### src/source/icb_pkg.sv
// system bus and fetch side widths
package icb_pkg;

    localparam int addr_w = 32;
    localparam int bus_dw = 64;  // one beat
    localparam int word_w = 32;  // instruction word
    localparam int beats  = 4;   // beats per cache line
    localparam int out_w  = 4;   // outstanding fetch counter

    // low region bypasses the cache
    localparam logic [31:0] unc_begin = 32'h0000_0000;
    localparam logic [31:0] unc_end   = 32'h0000_0FFF;

endpackage

### src/source/icache_pkg.sv
// cache geometry, 16KB 4-way, 32B lines
package icache_pkg;

    ////////////////////
    // geometry
    ////////////////////
    localparam int off_w    = 5;   // byte in line
    localparam int idx_w    = 7;   // set select
    localparam int tag_w    = 20;  // 32 - 7 - 5
    localparam int num_ways = 4;
    localparam int num_sets = 128; // 4KB per way / 32B
    localparam int way_w    = 2;
    localparam int line_w   = 256; // four 64-bit beats

    ////////////////////
    // fsm encodings
    ////////////////////

    // router mode, which path owns the bus
    typedef enum logic [1:0] {
        idle    = 2'd0,
        cache   = 2'd1,
        uncache = 2'd2
    } route_state_e;

    // miss handler
    typedef enum logic [1:0] {
        rf_idle = 2'd0,
        rf_req  = 2'd1, // beat read on the bus
        rf_wait = 2'd2, // waiting for the beat
        rf_fill = 2'd3  // line complete, write arrays
    } refill_state_e;

endpackage
### src/source/icache_route.sv
`timescale 1ns/100ps
module icache_route (
    input  logic                        clk,
    input  logic                        rstn,
    input  logic                        cmd_valid,
    output logic                        cmd_ready,
    input  logic [icb_pkg::addr_w-1:0]  cmd_addr,
    output logic                        rsp_valid,
    input  logic                        rsp_ready,
    output logic [icb_pkg::word_w-1:0]  rsp_rdata,
    output logic                        rsp_err,
    output logic                        lk_valid,
    input  logic                        lk_ready,
    output logic [icb_pkg::addr_w-1:0]  lk_addr,
    input  logic                        dt_valid,
    output logic                        dt_ready,
    input  logic [icb_pkg::word_w-1:0]  dt_rdata,
    input  logic                        dt_err,
    input  logic                        rf_idle_flag,
    input  logic                        rf_cmd_valid,
    output logic                        rf_cmd_ready,
    input  logic [icb_pkg::addr_w-1:0]  rf_cmd_addr,
    output logic                        rf_rsp_valid,
    output logic                        bus_cmd_valid,
    input  logic                        bus_cmd_ready,
    output logic [icb_pkg::addr_w-1:0]  bus_cmd_addr,
    input  logic                        bus_rsp_valid,
    input  logic [icb_pkg::bus_dw-1:0]  bus_rsp_rdata,
    input  logic                        bus_rsp_err
);

    icache_pkg::route_state_e mode, mode_nxt;
    logic [icb_pkg::out_w-1:0] out_cnt;       // accepted, not yet answered
    logic                      unc_hit, drained, cmd_fire, rsp_fire;
    logic                      unc_room, unc_cmd_valid, unc_bus_rsp, in_unc;
    logic [1:0]                b2_fifo;       // addr[2] per uncached read
    logic                      b2_wp, b2_rp;
    logic                      unc_rsp_valid, unc_rsp_err;
    logic [icb_pkg::word_w-1:0] unc_rsp_word;

    assign unc_hit  = (cmd_addr >= icb_pkg::unc_begin) && (cmd_addr <= icb_pkg::unc_end);
    assign drained  = (out_cnt == '0);
    assign cmd_fire = cmd_valid & cmd_ready;
    assign rsp_fire = rsp_valid & rsp_ready;
    assign in_unc   = (mode == icache_pkg::uncache);

    ////////////////////
    // mode fsm
    ////////////////////
    always_comb begin
        mode_nxt = mode;
        case (mode)
            icache_pkg::idle: begin
                if (cmd_valid)
                    mode_nxt = unc_hit ? icache_pkg::uncache : icache_pkg::cache;
            end
            icache_pkg::cache: begin // refill must be quiet too
                if (cmd_valid && unc_hit && drained && rf_idle_flag)
                    mode_nxt = icache_pkg::uncache;
            end
            icache_pkg::uncache: begin
                if (cmd_valid && !unc_hit && drained)
                    mode_nxt = icache_pkg::cache;
            end
            default: mode_nxt = icache_pkg::idle;
        endcase
    end

    always_ff @(posedge clk or negedge rstn) begin
        if (!rstn) begin
            mode    <= icache_pkg::idle;
            out_cnt <= '0;
        end else begin
            mode <= mode_nxt;
            if (cmd_fire && !rsp_fire)
                out_cnt <= out_cnt + 1'b1;
            else if (!cmd_fire && rsp_fire)
                out_cnt <= out_cnt - 1'b1;
        end
    end

    // fetch command steering, nothing taken in idle
    assign lk_valid = cmd_valid & (mode == icache_pkg::cache) & ~unc_hit;
    assign lk_addr  = cmd_addr;

    always_comb begin
        case (mode)
            icache_pkg::cache:   cmd_ready = lk_ready & ~unc_hit;
            icache_pkg::uncache: cmd_ready = bus_cmd_ready & unc_hit & unc_room;
            default:             cmd_ready = 1'b0;
        endcase
    end

    ////////////////////
    // uncached path
    ////////////////////
    // one read at a time, next one may go out as the last answer leaves
    assign unc_room      = drained | ((out_cnt == 1) & rsp_fire);
    assign unc_cmd_valid = cmd_valid & unc_hit & in_unc & unc_room;
    assign unc_bus_rsp   = bus_rsp_valid & in_unc;

    always_ff @(posedge clk or negedge rstn) begin
        if (!rstn) begin
            b2_wp         <= 1'b0;
            b2_rp         <= 1'b0;
            unc_rsp_valid <= 1'b0;
        end else begin
            if (unc_cmd_valid && bus_cmd_ready)
                b2_wp <= ~b2_wp;
            if (unc_bus_rsp)
                b2_rp <= ~b2_rp;
            unc_rsp_valid <= unc_bus_rsp | (unc_rsp_valid & ~rsp_ready); // hold till taken
        end
    end

    always_ff @(posedge clk) begin
        if (unc_cmd_valid && bus_cmd_ready)
            b2_fifo[b2_wp] <= cmd_addr[2];
        if (unc_bus_rsp) begin
            unc_rsp_word <= b2_fifo[b2_rp] ? bus_rsp_rdata[icb_pkg::word_w +: icb_pkg::word_w]
                                           : bus_rsp_rdata[0 +: icb_pkg::word_w];
            unc_rsp_err  <= bus_rsp_err;
        end
    end

    // response merge
    assign rsp_valid = in_unc ? unc_rsp_valid : dt_valid;
    assign rsp_rdata = in_unc ? unc_rsp_word  : dt_rdata;
    assign rsp_err   = in_unc ? unc_rsp_err   : dt_err;
    assign dt_ready  = rsp_ready & ~in_unc;

    // single bus port, owner follows mode
    assign bus_cmd_valid = in_unc ? unc_cmd_valid : rf_cmd_valid;
    assign bus_cmd_addr  = in_unc ? {cmd_addr[icb_pkg::addr_w-1:3], 3'b000} : rf_cmd_addr;
    assign rf_cmd_ready  = bus_cmd_ready & ~in_unc;
    assign rf_rsp_valid  = bus_rsp_valid & ~in_unc;

endmodule

### config.mk
export PLATFORM = sky130hd
export DESIGN_NAME = icache_route
export DESIGN_NICKNAME = d
export VERILOG_FILES = /design/src/source/icb_pkg.sv /design/src/source/icache_pkg.sv /design/src/source/icache_route.sv
export SDC_FILE = /design/constraint.sdc
export NUM_CORES = 1
export LEC_CHECK = 0
export BUFFER_PORTS_ARGS = -buffer_cell sky130_fd_sc_hd__buf_2
export CAP_MARGIN = 5
export CORE_AREA = 2 2 108 110
export CTS_CLUSTER_DIAMETER = 50
export DETAILED_ROUTE_END_ITERATION = 6
export DIE_AREA = 0 0 110 112
export MAX_ROUTING_LAYER = met4
export PLACE_DENSITY = 0.67
export REMOVE_ABC_BUFFERS = 1
export SLEW_MARGIN = 15
export SYNTH_ARGS = -nofsm -noshare
export SYNTH_HDL_FRONTEND = slang
export SYNTH_SLANG_ARGS = --single-unit
export TNS_END_PERCENT = 10
### constraint.sdc
create_clock -name clk -period 2.9 [get_ports clk]
set_input_delay 0.145 -clock clk [delete_from_list [all_inputs] [get_ports clk]]
set_output_delay 0.145 -clock clk [all_outputs]
set_load 0.01 [all_outputs]
==> run_results.csv <==
group,metric,value,unit
critical_path,path_common_cell,"ha_1",
layout,final_cell_mix,"buf_2 (271), mux2_2 (95), edfxtp_1 (35)",
power_and_ir_drop,peakVddDrop,314.7,uV
run,drv_cap,0,
power_and_ir_drop,powerDensity,681.9,nW/um2
global_routing,grt_pass1_vias,2917,
die,fp-row-count,39,
layout,n_fill_cell,1111,
place,placed_cells,635,
critical_path,critPathLaunchType,"flop",
clock_network,insertion_delay,0.28,ns
clock_network,cts.sinks,44,
place,pre_cts_ws,0.2937,ns
critical_path,arrival,2.70,ns
die,die_w,110,um
layout,diodes,0,
power_and_ir_drop,power.switching,1100,uW
layout,instances_no_fill,644,
route,detail_route.vias_per_cell,4.495,
critical_path,crit_buf_inv,1,
die,die_area,12320,um2
power_and_ir_drop,p_seq_share,28.9,%
sta,finalHoldViolations,0,
sta,period_share,85.99,%
clock_network,cts_root_buffer,"clkbuf_16",
clock_network,cts_setup_buffers,0,
sta,worst_pin_slew,0.5629,ns
clock_network,cts_tree,"built",
power_and_ir_drop,pwr-share-clk,20.5,%
sta,grt_setup_unrepaired,"false",
die,die_y,112,um
die,pin_count,276,
route,totalWireLength,9996,um
synth,synth_edf_count,35,
route,vias,2895,
sta,relSlewSlack,62.47,%
critical_path,slowest_delay,0.45,ns
worst_hold_path,hold_path.class,"in -> reg",
synth,netlist_instances,260,
clock_network,cts_made_buffers,5,
synth,seq_area_frac_synth,39.98,%
power_and_ir_drop,p_total,3190,uW
synth,ys_async_sr_fraction,20.45,%
synth,synth_warnings,0,
worst_hold_path,worstHoldStart,"bus_rsp_err",
layout,nets,679,
power_and_ir_drop,leakage,0.002220,uW
die,start_util,28.56,%
sta,fmax,401.0,MHz
synth,synth_top_area_cell,"mux2_2",
critical_path,required,3.11,ns
route,final_antenna_net_count,0,
power_and_ir_drop,swShare,34.48,%
global_routing,grt_max_degree,48,
critical_path,crit_type,"reg -> reg",
critical_path,crit_chain,"inv_1 -> ha_1 -> a31oi_1 -> nor2_1 -> and3_1 -> o211a_1 -> ha_1 -> or4_1 -> a21oi_1 -> xor2_1",
critical_path,cp-end-kind,"flop",
synth,ys_seq_elements,44,
place,dp_hpwl,8337,um
sta,setup_viol,0,
place,port-buffer-count,271,
global_routing,grt_pass1_wl,14480,um
synth,synth.distinct_cells,36,
global_routing,grt_overflow,0,
die,fp.coreArea,11170,um2
critical_path,crit_slowest_cell,"dfrtp_1",
sta,report.final.slew_viol_count,0,
route,first_pass_iters,4,
synth,netlist_area,3192,um2
synth,synth_top_area_share,33.52,%
critical_path,startpoint,"out_cnt[0]",
critical_path,r2r_start,"out_cnt[0]",
critical_path,critical_path.top_delay_family,"simple AND/OR/NAND/NOR gates",
synth,synth_area_leaders,"mux2_2 (34%), edfxtp_1 (33%), buf_4 (7.5%)",
clock_network,cts.path.max_buffers,2,
sta,post-route-min-period,2.494,ns
critical_path,crit_fanout,6,
synth,yosys_most_used_dff,"edfxtp_1",
layout,layout_commonest_cell,"buf_2",
route,routedWlPerCell,15.52,um
sta,worst_slack,0.4064,ns
power_and_ir_drop,internal_power,2090,uW
layout,syn_to_final_growth,46.57,%
global_routing,grtUsageTotal,15.90,%
route,drc_errors,0,
clock_network,clk_pin_slew,0.06,ns
power_and_ir_drop,p_comb_share,50.7,%
layout,drive_above_1_share,77.05,%
run_status,status,"complete, no violations",
clock_network,h-tree-depth,2,
sta,fin_skew,0.004798,ns
place,gp_congestion,0.7933,
synth,synth_area_per_cell,12.28,um2
route,drt_iter0_markers,70,
global_routing,antenna_found_initial,0,
kinds of logic after synthesis:
family	after synthesis	synth area share [%]
AOI/OAI and AO/OA	14	3.529
xor gates and xnor gates	6	1.647
adders and majority gates	7	2.744
buffers and inverters	52	10.23
DFF	44	39.98
muxes	98	34.61
and+or+nand+nor	39	7.253
final cells by class:
type,instances,area (um2),share of cell area (%)
tap,143,178.9,3.825
timing repair buffer,276,1396,29.85
clock buffer,8,178.9,3.825
multi-input combinational,164,1614,34.50
inverter,9,33.78,0.7221
sequential,44,1276,27.28
per-stage QoR:
| stage | cell area, um2 | setup TNS (ns) | util [%] | hold WS [ns] |
|---|---|---|---|---|
| 2_1_floorplan | 2899 | -29.72 | - | -0.1506 |
| 3_3_place_gp | 4489 | 0 | 40.17 | 0.005635 |
| 3_5_place_dp | 4489 | 0 | 40.17 | 0.009780 |
| 4_1_cts | 4678 | 0 | 41.87 | 0.04146 |
| 5_1_grt | 4678 | 0 | 41.87 | 0.04237 |
| 6_report | 4678 | 0 | 41.87 | 0.04900 |
sequential cells by signal (all words and copies together), names as in the netlist:
name           flops
unc_rsp_word      32
out_cnt            4
mode               2
b2_rp              1
b2_fifo            2
unc_rsp_err        1
b2_wp              1
unc_rsp_valid      1
power groups by stage:
stage / combinational [uW] / sequential [uW] / clock (uW)
detailed placement: 1630 / 932 / 0
global placement: 1590 / 927 / 0
CTS: 1640 / 922 / 676
global route: 1770 / 938 / 697
floorplan: 1060 / 905 / 0
finish: 1620 / 921 / 653
cells in the mapped netlist, types with 4 or more instances:
library cell and number:
nor2_1 7, mux2_2 95, nor2b_1 8, buf_2 9, o21ai_0 4, ha_1 7
dfrtp_1 9, inv_1 9, nand2_1 7, edfxtp_1 35, buf_4 32
worst paths after layout:
kind	cells after the start	slack, ns	to
max	10	0.41	out_cnt[3]
min reg2reg	1	0.50	out_cnt[3]
min	1	0.05	unc_rsp_err
max in group asynchronous	2	2.48	mode[0]
max reg2reg	10	0.41	out_cnt[3]
min in group asynchronous	2	0.24	unc_rsp_valid
metal layers:
metal | part of all wire [%] | track usage, %
met4 | 1.6 | 4.810
met1 | 36 | 16.55
met2 | 54 | 29.94
met3 | 7.9 | 2.459
met5 | 0 | -
timing repair:
action,4_1_cts,5_1_grt
endpoints found under the hold margin,9,0
gates resized for setup,0,0
hold buffers,1,0
Note: power is estimated with default switching activity, not from simulation.
