<file path="src/source/icb_pkg.sv">
// system bus and fetch side widths
package icb_pkg;

    localparam int addr_w = 32;
    localparam int bus_dw = 64;  // one beat
    localparam int word_w = 32;  // instruction word
    localparam int beats  = 4;   // beats per cache line
    localparam int out_w  = 4;   // outstanding fetch counter

    // low region bypasses the cache
    localparam logic [31:0] unc_begin = 32'h0000_0000;
    localparam logic [31:0] unc_end   = 32'h0000_0FFF;

endpackage

</file>
<file path="src/source/icache_pkg.sv">
// cache geometry, 16KB 4-way, 32B lines
package icache_pkg;

    ////////////////////
    // geometry
    ////////////////////
    localparam int off_w    = 5;   // byte in line
    localparam int idx_w    = 7;   // set select
    localparam int tag_w    = 20;  // 32 - 7 - 5
    localparam int num_ways = 4;
    localparam int num_sets = 128; // 4KB per way / 32B
    localparam int way_w    = 2;
    localparam int line_w   = 256; // four 64-bit beats

    ////////////////////
    // fsm encodings
    ////////////////////

    // router mode, which path owns the bus
    typedef enum logic [1:0] {
        idle    = 2'd0,
        cache   = 2'd1,
        uncache = 2'd2
    } route_state_e;

    // miss handler
    typedef enum logic [1:0] {
        rf_idle = 2'd0,
        rf_req  = 2'd1, // beat read on the bus
        rf_wait = 2'd2, // waiting for the beat
        rf_fill = 2'd3  // line complete, write arrays
    } refill_state_e;

endpackage
</file>
<file path="src/source/icache_refill.sv">
`timescale 1ns/100ps
module icache_refill (
    input  logic                              clk,
    input  logic                              rstn,
    input  logic                              miss_req,
    input  logic [icb_pkg::addr_w-1:0]        miss_addr,
    input  logic [icache_pkg::way_w-1:0]      miss_way,
    output logic                              rf_cmd_valid,
    input  logic                              rf_cmd_ready,
    output logic [icb_pkg::addr_w-1:0]        rf_cmd_addr,
    input  logic                              rf_rsp_valid,
    input  logic [icb_pkg::bus_dw-1:0]        bus_rsp_rdata,
    input  logic                              bus_rsp_err,
    output logic                              fill_tag_we,
    output logic                              fill_we,
    output logic [icache_pkg::line_w-1:0]     fill_line,
    output logic                              fill_done,
    output logic                              fill_err,
    output logic                              rf_idle_flag
);

    icache_pkg::refill_state_e state;
    logic [1:0]                                        beat;      // beat in flight
    logic                                              beat_err;  // sticky over the line
    logic                                              way_ok, fill_ok;
    logic [icache_pkg::way_w-1:0]                      fill_way;
    logic [icb_pkg::addr_w-icache_pkg::off_w-1:0]      line_base;
    logic [icache_pkg::line_w-1:0]                     line_buf;

    ////////////////////
    // miss fsm
    ////////////////////
    always_ff @(posedge clk or negedge rstn) begin
        if (!rstn) begin
            state    <= icache_pkg::rf_idle;
            beat     <= '0;
            beat_err <= 1'b0;
        end else begin
            case (state)
                icache_pkg::rf_idle: begin
                    if (miss_req) begin
                        state    <= icache_pkg::rf_req;
                        beat     <= '0;
                        beat_err <= 1'b0;
                    end
                end
                icache_pkg::rf_req: begin
                    if (rf_cmd_ready)
                        state <= icache_pkg::rf_wait;
                end
                icache_pkg::rf_wait: begin
                    if (rf_rsp_valid) begin
                        beat_err <= beat_err | bus_rsp_err;
                        if (beat == 2'(icb_pkg::beats - 1)) begin
                            state <= icache_pkg::rf_fill;
                        end else begin
                            beat  <= beat + 1'b1;
                            state <= icache_pkg::rf_req;
                        end
                    end
                end
                icache_pkg::rf_fill: state <= icache_pkg::rf_idle; // one cycle write
                default:             state <= icache_pkg::rf_idle;
            endcase
        end
    end

    // line address and victim taken at miss start
    always_ff @(posedge clk) begin
        if ((state == icache_pkg::rf_idle) && miss_req) begin
            line_base <= miss_addr[icb_pkg::addr_w-1:icache_pkg::off_w];
            fill_way  <= miss_way;
        end
        if ((state == icache_pkg::rf_wait) && rf_rsp_valid)
            line_buf[beat*icb_pkg::bus_dw +: icb_pkg::bus_dw] <= bus_rsp_rdata;
    end

    assign rf_cmd_valid = (state == icache_pkg::rf_req);
    assign rf_cmd_addr  = {line_base, beat, 3'b000}; // +0 +8 +16 +24
    assign rf_idle_flag = (state == icache_pkg::rf_idle);

    ////////////////////
    // fill outputs
    ////////////////////
    // victim must not move while the line is fetched
    assign way_ok  = (fill_way == miss_way);
    assign fill_ok = (state == icache_pkg::rf_fill) & ~beat_err & way_ok;

    assign fill_line   = line_buf;
    assign fill_we     = fill_ok;  // bad beat never reaches the data array
    assign fill_tag_we = fill_ok;
    assign fill_done   = fill_ok;
    assign fill_err    = (state == icache_pkg::rf_fill) & (beat_err | ~way_ok);

endmodule

</file>
<file path="config.mk">
export PLATFORM = sky130hd
export DESIGN_NAME = icache_refill
export DESIGN_NICKNAME = d
export VERILOG_FILES = /design/src/source/icb_pkg.sv /design/src/source/icache_pkg.sv /design/src/source/icache_refill.sv
export SDC_FILE = /design/constraint.sdc
export NUM_CORES = 1
export LEC_CHECK = 0
export BUFFER_PORTS_ARGS = -buffer_cell sky130_fd_sc_hd__buf_2
export CAP_MARGIN = 20
export CORE_AREA = 2 2 156 158
export DETAILED_ROUTE_END_ITERATION = 8
export DIE_AREA = 0 0 158 160
export PLACE_DENSITY = 0.84
export SLEW_MARGIN = 10
export SYNTH_ARGS = -nofsm -noshare
export SYNTH_HDL_FRONTEND = slang
export SYNTH_SLANG_ARGS = --single-unit
</file>
<file path="constraint.sdc">
create_clock -name clk -period 3.48 [get_ports clk]
set_input_delay 0.522 -clock clk [delete_from_list [all_inputs] [get_ports clk]]
set_output_delay 0.522 -clock clk [all_outputs]
set_load 0.05 [all_outputs]
</file>
==> results of run 1 <==
synthesized netlist by cell type, drive strengths merged (2+ instances only):
cell	number
a31oi	2
o21ai	5
buf	6
and2	260
clkbuf	26
nor3	5
inv	5
xor2	2
edfxtp	285
dfrtp	5
nor2	8
ha	5
nand2b	2
nand2	9
worst paths after layout:
check / cells past startpoint / slack [ns] / endpoint
min in group asynchronous: 2 / 0.32 / state[0]
max in group asynchronous: 2 / 3.02 / state[1]
min reg2reg: 2 / 0.60 / beat_err
min: 1 / 0.15 / line_base[19]
max reg2reg: 4 / 1.11 / fill_line[61]
max: 3 / 0.83 / fill_we
registers in the layout (all words and copies together), names as in the netlist:
register / flops
fill_line: 256
line_base: 27
beat: 2
fill_way: 2
state: 2
beat_err: 1
logic make-up (layout without fill, tap and decap cells):
group | count (synthesis) | in the layout | synth area share, %
DFF | 290 | 290 | 80.5
buffers and inverters | 37 | 461 | 1.54
and+or+nand+nor | 288 | 288 | 16.6
other | 1 | 4 | 0.0348
xor gates and xnor gates | 2 | 2 | 0.162
AOI/OAI and AO/OA | 9 | 9 | 0.464
muxes | 1 | 1 | 0.0928
adders and majority gates | 5 | 5 | 0.580
stage by stage:
step	hold WS, ns	worst slack, ns	cells	util, %
final	0.152	0.834	1384	59.5
after global routing	0.124	0.679	1384	59.5
after CTS	0.125	0.771	1383	59.5
after detailed placement	0.343	1.10	1328	55.3
after global placement	0.343	1.08	1328	55.3
after floorplan	0.226	0.181	635	-
report_power, final:
group	internal, W	switching [W]	total, W
sequential	0.00416	0.0000999	0.00426
combinational	0.000442	0.00131	0.00176
clock	0.00190	0.00126	0.00317
layout make-up:
class | count | area (um2)
Timing Repair Buffer | 402 | 2110
Antenna cell | 1 | 2.50
Clock inverter | 19 | 230
Sequential cell | 290 | 8680
Inverter | 5 | 18.8
Tap cell | 324 | 405
Fill cell | 1843 | 9650
Clock buffer | 35 | 748
Multi-Input combinational cell | 308 | 1970
routing by layer:
metal | GRT usage [%] | part of all wire (%)
met5 | 0 | 0.048
met4 | 7.49 | 3.1
met3 | 5.24 | 9.5
met2 | 38.1 | 52
met1 | 23.2 | 35
critical path, stage by stage (launching register included):
cell	delay [ns]
edfxtp_1	0.38
xor2_1	0.19
nor4_1	0.62
buf_2	0.39
==> impl_summary.log, run 1 <==
INFO  metric area_growth = 31.4%
INFO  metric worst_setup_hold_path_clk_slew = 0.06 ns
INFO  metric grt_pass1_vias = 6907
INFO  metric synth_edf_count = about 290
INFO  metric placed_area = 13200 um2
INFO  metric grt_antenna_before_repair = 2
INFO  metric power.leakage = 6.17 nW
INFO  metric number_of_endpoints_failing_setup_at_the_final_stage = 0
INFO  metric start_util = 45.3%
INFO  metric vias_per_cell = 4.80
INFO  metric cts_tree = yes
INFO  metric rows = 57
INFO  metric run_status = complete, no violations
INFO  metric die_height = 160 um
INFO  metric worst_slew_pin_slew = a little under 0.7 ns
INFO  metric path_class = reg2out
INFO  metric crit_path_max_fanout = 3
INFO  metric number_of_routed_nets_with_antenna_violations = 0
INFO  metric postCtsResizedCells = 0
INFO  metric setup_tns = 0 ns
INFO  metric portBuffers = 389
INFO  metric die_area = ~25000 um2
INFO  metric finalInstanceArea = about 14000 um2
INFO  metric total_power = a little over 0.009 W
INFO  metric cts_buffers = 29
INFO  metric netlist.area_leader.share = 79.3%
INFO  metric drive_above_1_share = 42.8%
INFO  metric slew_headroom = 54.5%
INFO  metric hp-class = in2reg
INFO  metric cp_startpoint = fill_way[1]
INFO  metric clock_tree_skew_after_final_layout = about 0.012 ns
INFO  metric worst_ep_arrival_time = 2.12 ns
INFO  metric residual_drc = 0
INFO  metric synth_area = 10800 um2
INFO  metric async_reset_ff_share = under 10%
INFO  metric floorplan.io_pins = 398
INFO  metric endpoint_kind = output port
INFO  metric cts.sink_count = between 200 and 300
INFO  metric insertion_delay = 0.54 ns
INFO  metric ys.warnings.count = 0
INFO  metric post_synthesis_sequential_element_count = 290
INFO  metric place_hpwl = 18000 um
INFO  metric rsz0062_at_grt = no
INFO  metric cts_htree_levels = 1
INFO  metric final-hold-violation-count = 0
INFO  metric post_cts.repair.setup_buffers = 0
INFO  metric drt-pass1-iter-count = 4
INFO  metric cp.required = 2.96 ns
INFO  metric floorplan.core_area = roughly 24000 um2
INFO  metric drt_wl_total = about 27000 um
INFO  metric cts_hold_buf = 1
INFO  metric vdd_drop_max = 0.686 mV
INFO  metric detailroute.via_count = between 6000 and 7000
INFO  metric maxCapViolations = 0
INFO  metric wl_per_cell = 19.5 um
INFO  metric gp_congestion = 0.815
INFO  metric grt_first_pass_wirelength = 39400 um
INFO  metric commonest_non_fill_non_tap_cells_in_the_layout = buf_2 (389), edfxtp_1 (285), and2_1 (256)
INFO  metric clockBufferDepth = 3
INFO  metric syn_area_per_cell = 17.0 um2
INFO  metric yosys-top-cells-area = edfxtp_1 (79%), and2_1 (15%), dfrtp_1 (1.2%)
INFO  metric seq_area_frac_synth = between 80% and 90%
INFO  metric layout_commonest_cell = buf_2
INFO  metric finalWorstPathRequiredPeriod = 2.65 ns
INFO  metric cts.root.buffer_cell = clkbuf_16
INFO  metric drtIter0Drc = 469
INFO  metric grt_overflow_total = 0
INFO  metric synthFlopType = edfxtp_1
INFO  metric synth_cells = 633
INFO  metric die_w = 158 um
INFO  metric launch_point_of_the_worst_reg_to_reg_path = beat[0]
INFO  metric period_utilisation_layout = 76.0%
INFO  metric highest_clock_rate = around 380 MHz
INFO  metric timing.hold.worst.start = miss_addr[24]
INFO  metric synthDominantAreaCellType = edfxtp_1
INFO  metric gr-usage-all-layers = 20.8%
INFO  metric synth_cell_type_count = 26
INFO  metric nNetsFinal = 1145
INFO  metric cp-start-kind = register
INFO  metric timing_max_transition_violations_final = 0
INFO  metric grt_max_degree = 60
INFO  metric cellPowerDensity = around 650 nW/um2
Note: power is estimated with default switching activity, not from simulation.
==> run 2, diff against run 1 <==
- clock period: 3.48 -> 2.7 ns (I/O delays scaled with it)
==> run 2 against run 1 <==
Net effect:
- clock power rose by 18%
- non-clock buffer count rose by 6
- clock skew fell by 0.0037 ns
- first-iteration DRC count fell by 14%
- die area did not move
- flip-flop and latch count did not move
- hold slack got worse by 0.10 ns
- critical path type unchanged
==> impl_summary.log, run 2 (synthesis gave the netlist of run 1 again) <==
INFO  metric worst_ep_arrival_time = 1.87 ns (-0.25 ns)
INFO  metric pre_cts_slack = 0.667 ns (-0.429 ns)
INFO  metric setup_tns = 0 ns (unchanged)
INFO  metric gp_congestion = 0.834 (+2.3%)
INFO  metric grt_pass1_vias = 6772 (-2.0%)
INFO  metric cellPowerDensity = 815 nW/um2 (+26%)
INFO  metric wl_per_cell = 19.1 um (-1.9%)
INFO  metric met3_track_usage_gr = 4.59% (-0.65 points)
INFO  metric post_cts.repair.setup_buffers = 0 (unchanged)
INFO  metric number_of_routed_nets_with_antenna_violations = 0 (unchanged)
INFO  metric clock_tree_skew_after_final_layout = 0.00805 ns (-0.00366 ns)
INFO  metric grt.met1_usage = 23.5% (+0.31 points)
INFO  metric drt_wl_total = 26500 um (-1.8%)
INFO  metric regToRegEndpoint = fill_line[255]
INFO  metric detailroute.via_count = 6656 (+0.26%)
INFO  metric run_status = complete, no violations
INFO  metric hp-class = in2reg
INFO  metric cts.sink_count = 290 (unchanged)
INFO  metric worstRegToRegCells = 6 (+2)
INFO  metric cts.root.buffer_cell = clkbuf_16
INFO  metric layout_commonest_cell = buf_2
INFO  metric rsz0062_at_grt = no
INFO  metric vdd_drop_max = 0.741 mV (+7.9%)
INFO  metric timing.critical_path.max_delay_family = flip-flops
INFO  metric die_w = 158 um (unchanged)
INFO  metric crit_path_cell_trace = nand2_1, nor4_2, buf_2
INFO  metric floorplan.core_area = 23800 um2 (unchanged)
INFO  metric slew_headroom = 65.7% (+11 points)
INFO  metric die_height = 160 um (unchanged)
INFO  metric rows = 57 (unchanged)
INFO  metric timing.reg2reg.setup_slack = 0.64 ns (-0.47 ns)
INFO  metric cp_startpoint = state[0]
INFO  metric grt_overflow_total = 0 (unchanged)
INFO  metric drtIter0Drc = 403 (-14%)
INFO  metric insertion_delay = 0.53 ns (about the same)
INFO  metric cts_hold_buf = 1 (unchanged)
INFO  metric cts_buffers = 29 (unchanged)
INFO  metric residual_drc = 0 (unchanged)
INFO  metric max_ffs_per_register = 256 (unchanged)
INFO  metric nNetsFinal = 1151 (+0.52%)
INFO  metric gr-usage-all-layers = 20.1% (-0.71 points)
INFO  metric floorplan.io_pins = 398 (unchanged)
INFO  metric path_class = reg2out
INFO  metric worst_slew_pin_slew = 0.514 ns (-0.162 ns)
INFO  metric period_utilisation_layout = 84.2%
INFO  metric crit_path_max_fanout = 11 (+8)
INFO  metric grt_most_used_layer = met2
INFO  metric worst-path-stages = 3 (unchanged)
INFO  metric vias_per_cell = 4.81 (+0.18%)
INFO  metric grt_first_pass_wirelength = 38200 um (-3.0%)
INFO  metric die_area = 25300 um2 (unchanged)
INFO  metric portBuffers = 389 (unchanged)
INFO  metric place_hpwl = 18000 um (about the same)
INFO  metric timing_max_transition_violations_final = 0 (unchanged)
INFO  metric postCtsResizedCells = 0 (unchanged)
INFO  metric area_growth = 30.8%
INFO  metric drive_above_1_share = 42.9% (+0.15 points)
INFO  metric cp.required = 2.30 ns (-0.66 ns)
INFO  metric endpoint = fill_done
INFO  metric maxCapViolations = 0 (unchanged)
INFO  metric launch_point_of_the_worst_reg_to_reg_path = beat[1]
INFO  metric highest_clock_rate = 440 MHz
INFO  metric drt-pass1-iter-count = 5 (+1)
INFO  metric endpoint_kind = output port
INFO  metric worst_path_largest_cell_delay = 0.56 ns (-0.06 ns)
INFO  metric commonest_non_fill_non_tap_cells_in_the_layout = buf_2 (389), edfxtp_1 (285), and2_1 (256)
INFO  metric post_layout_worst_setup_margin = 0.426 ns (-0.408 ns)
INFO  metric power.leakage = 6.15 nW (-0.34%)
INFO  metric clockBufferDepth = 3 (unchanged)
INFO  metric cp-start-kind = register
INFO  metric critical_path.slowest_cell = dfrtp_1
INFO  metric critical_path.n_buffers_inverters = 1 (unchanged)
INFO  metric finalWorstPathRequiredPeriod = roughly 2.3 ns
INFO  metric cts_tree = yes
INFO  metric grtUsageMet2 = 35.7% (-2.5 points)
INFO  metric grt_antenna_before_repair = 1 (-1)
INFO  metric start_util = 45.3% (unchanged)
INFO  metric cts_htree_levels = 1 (unchanged)
INFO  metric worst_setup_hold_path_clk_slew = 0.06 ns (about the same)
INFO  metric final-hold-violation-count = 0 (unchanged)
INFO  metric number_of_endpoints_failing_setup_at_the_final_stage = 0 (unchanged)
INFO  metric grt_max_degree = 42 (-30%)
## run 2: cell count changes in the layout (fill, tap and decap cells not counted), moves of 2 or more
cell and delta:
clkinv_2 -2, bufinv_16 -3, inv_6 -2, buf_4 +8, buf_12 -2
## run 2: how the worst min path moves through the flow
stage | from | end | slack [ns] | cells after the start
2_1_floorplan | rstn | beat[0] | 0.11 | 0
3_3_place_gp | rstn | state[1] | 0.22 | 1
3_5_place_dp | rstn | state[1] | 0.23 | 1
4_1_cts | miss_addr[29] | line_base[24] | 0.03 | 1
5_1_grt | miss_addr[5] | line_base[0] | 0.03 | 1
6_report | miss_addr[17] | line_base[12] | 0.05 | 1
## run 2: worst reg2reg max path: cells and delay by family (launching register included)
family,cells,cell delay (ns)
flip-flops,1,0.45
adder cells (fa/ha/maj),1,0.38
buffers and inverters,2,0.52
AND/OR/NAND/NOR,3,0.59
## run 2: report_power, final
group          total, W  switching (W)  internal, W
Sequential      0.00547       0.000115      0.00536
Clock           0.00374        0.00159      0.00216
Combinational   0.00229        0.00170     0.000581
Total            0.0115        0.00341      0.00809
## run 2: per-stage QoR
stage	area (um2)	hold WS [ns]	util, %	cells	total power (W)
after global placement	13200	0.224	55.5	1334	0.00780
final	14100	0.0476	59.2	1385	0.0115
after floorplan	10800	0.109	-	635	0.00720
after detailed placement	13200	0.229	55.5	1334	0.00786
after CTS	14100	0.0269	59.2	1384	0.0116
after global routing	14100	0.0291	59.2	1384	0.0119
## run 2: metal layers
metal	vias to the layer above	wire, um
li1	3026	-
met1	3203	9850
met2	373	13500
met3	54	2340
met4	0	854
met5	-	0
## run 2: final cells by class
cell class	instances	area, um2
Sequential cell	290	8680
Inverter	5	18.8
Clock inverter	14	133
Fill cell	1821	9710
Antenna cell	1	2.50
Multi-Input combinational cell	308	1990
Clock buffer	35	748
Timing Repair Buffer	408	2130
Tap cell	324	405
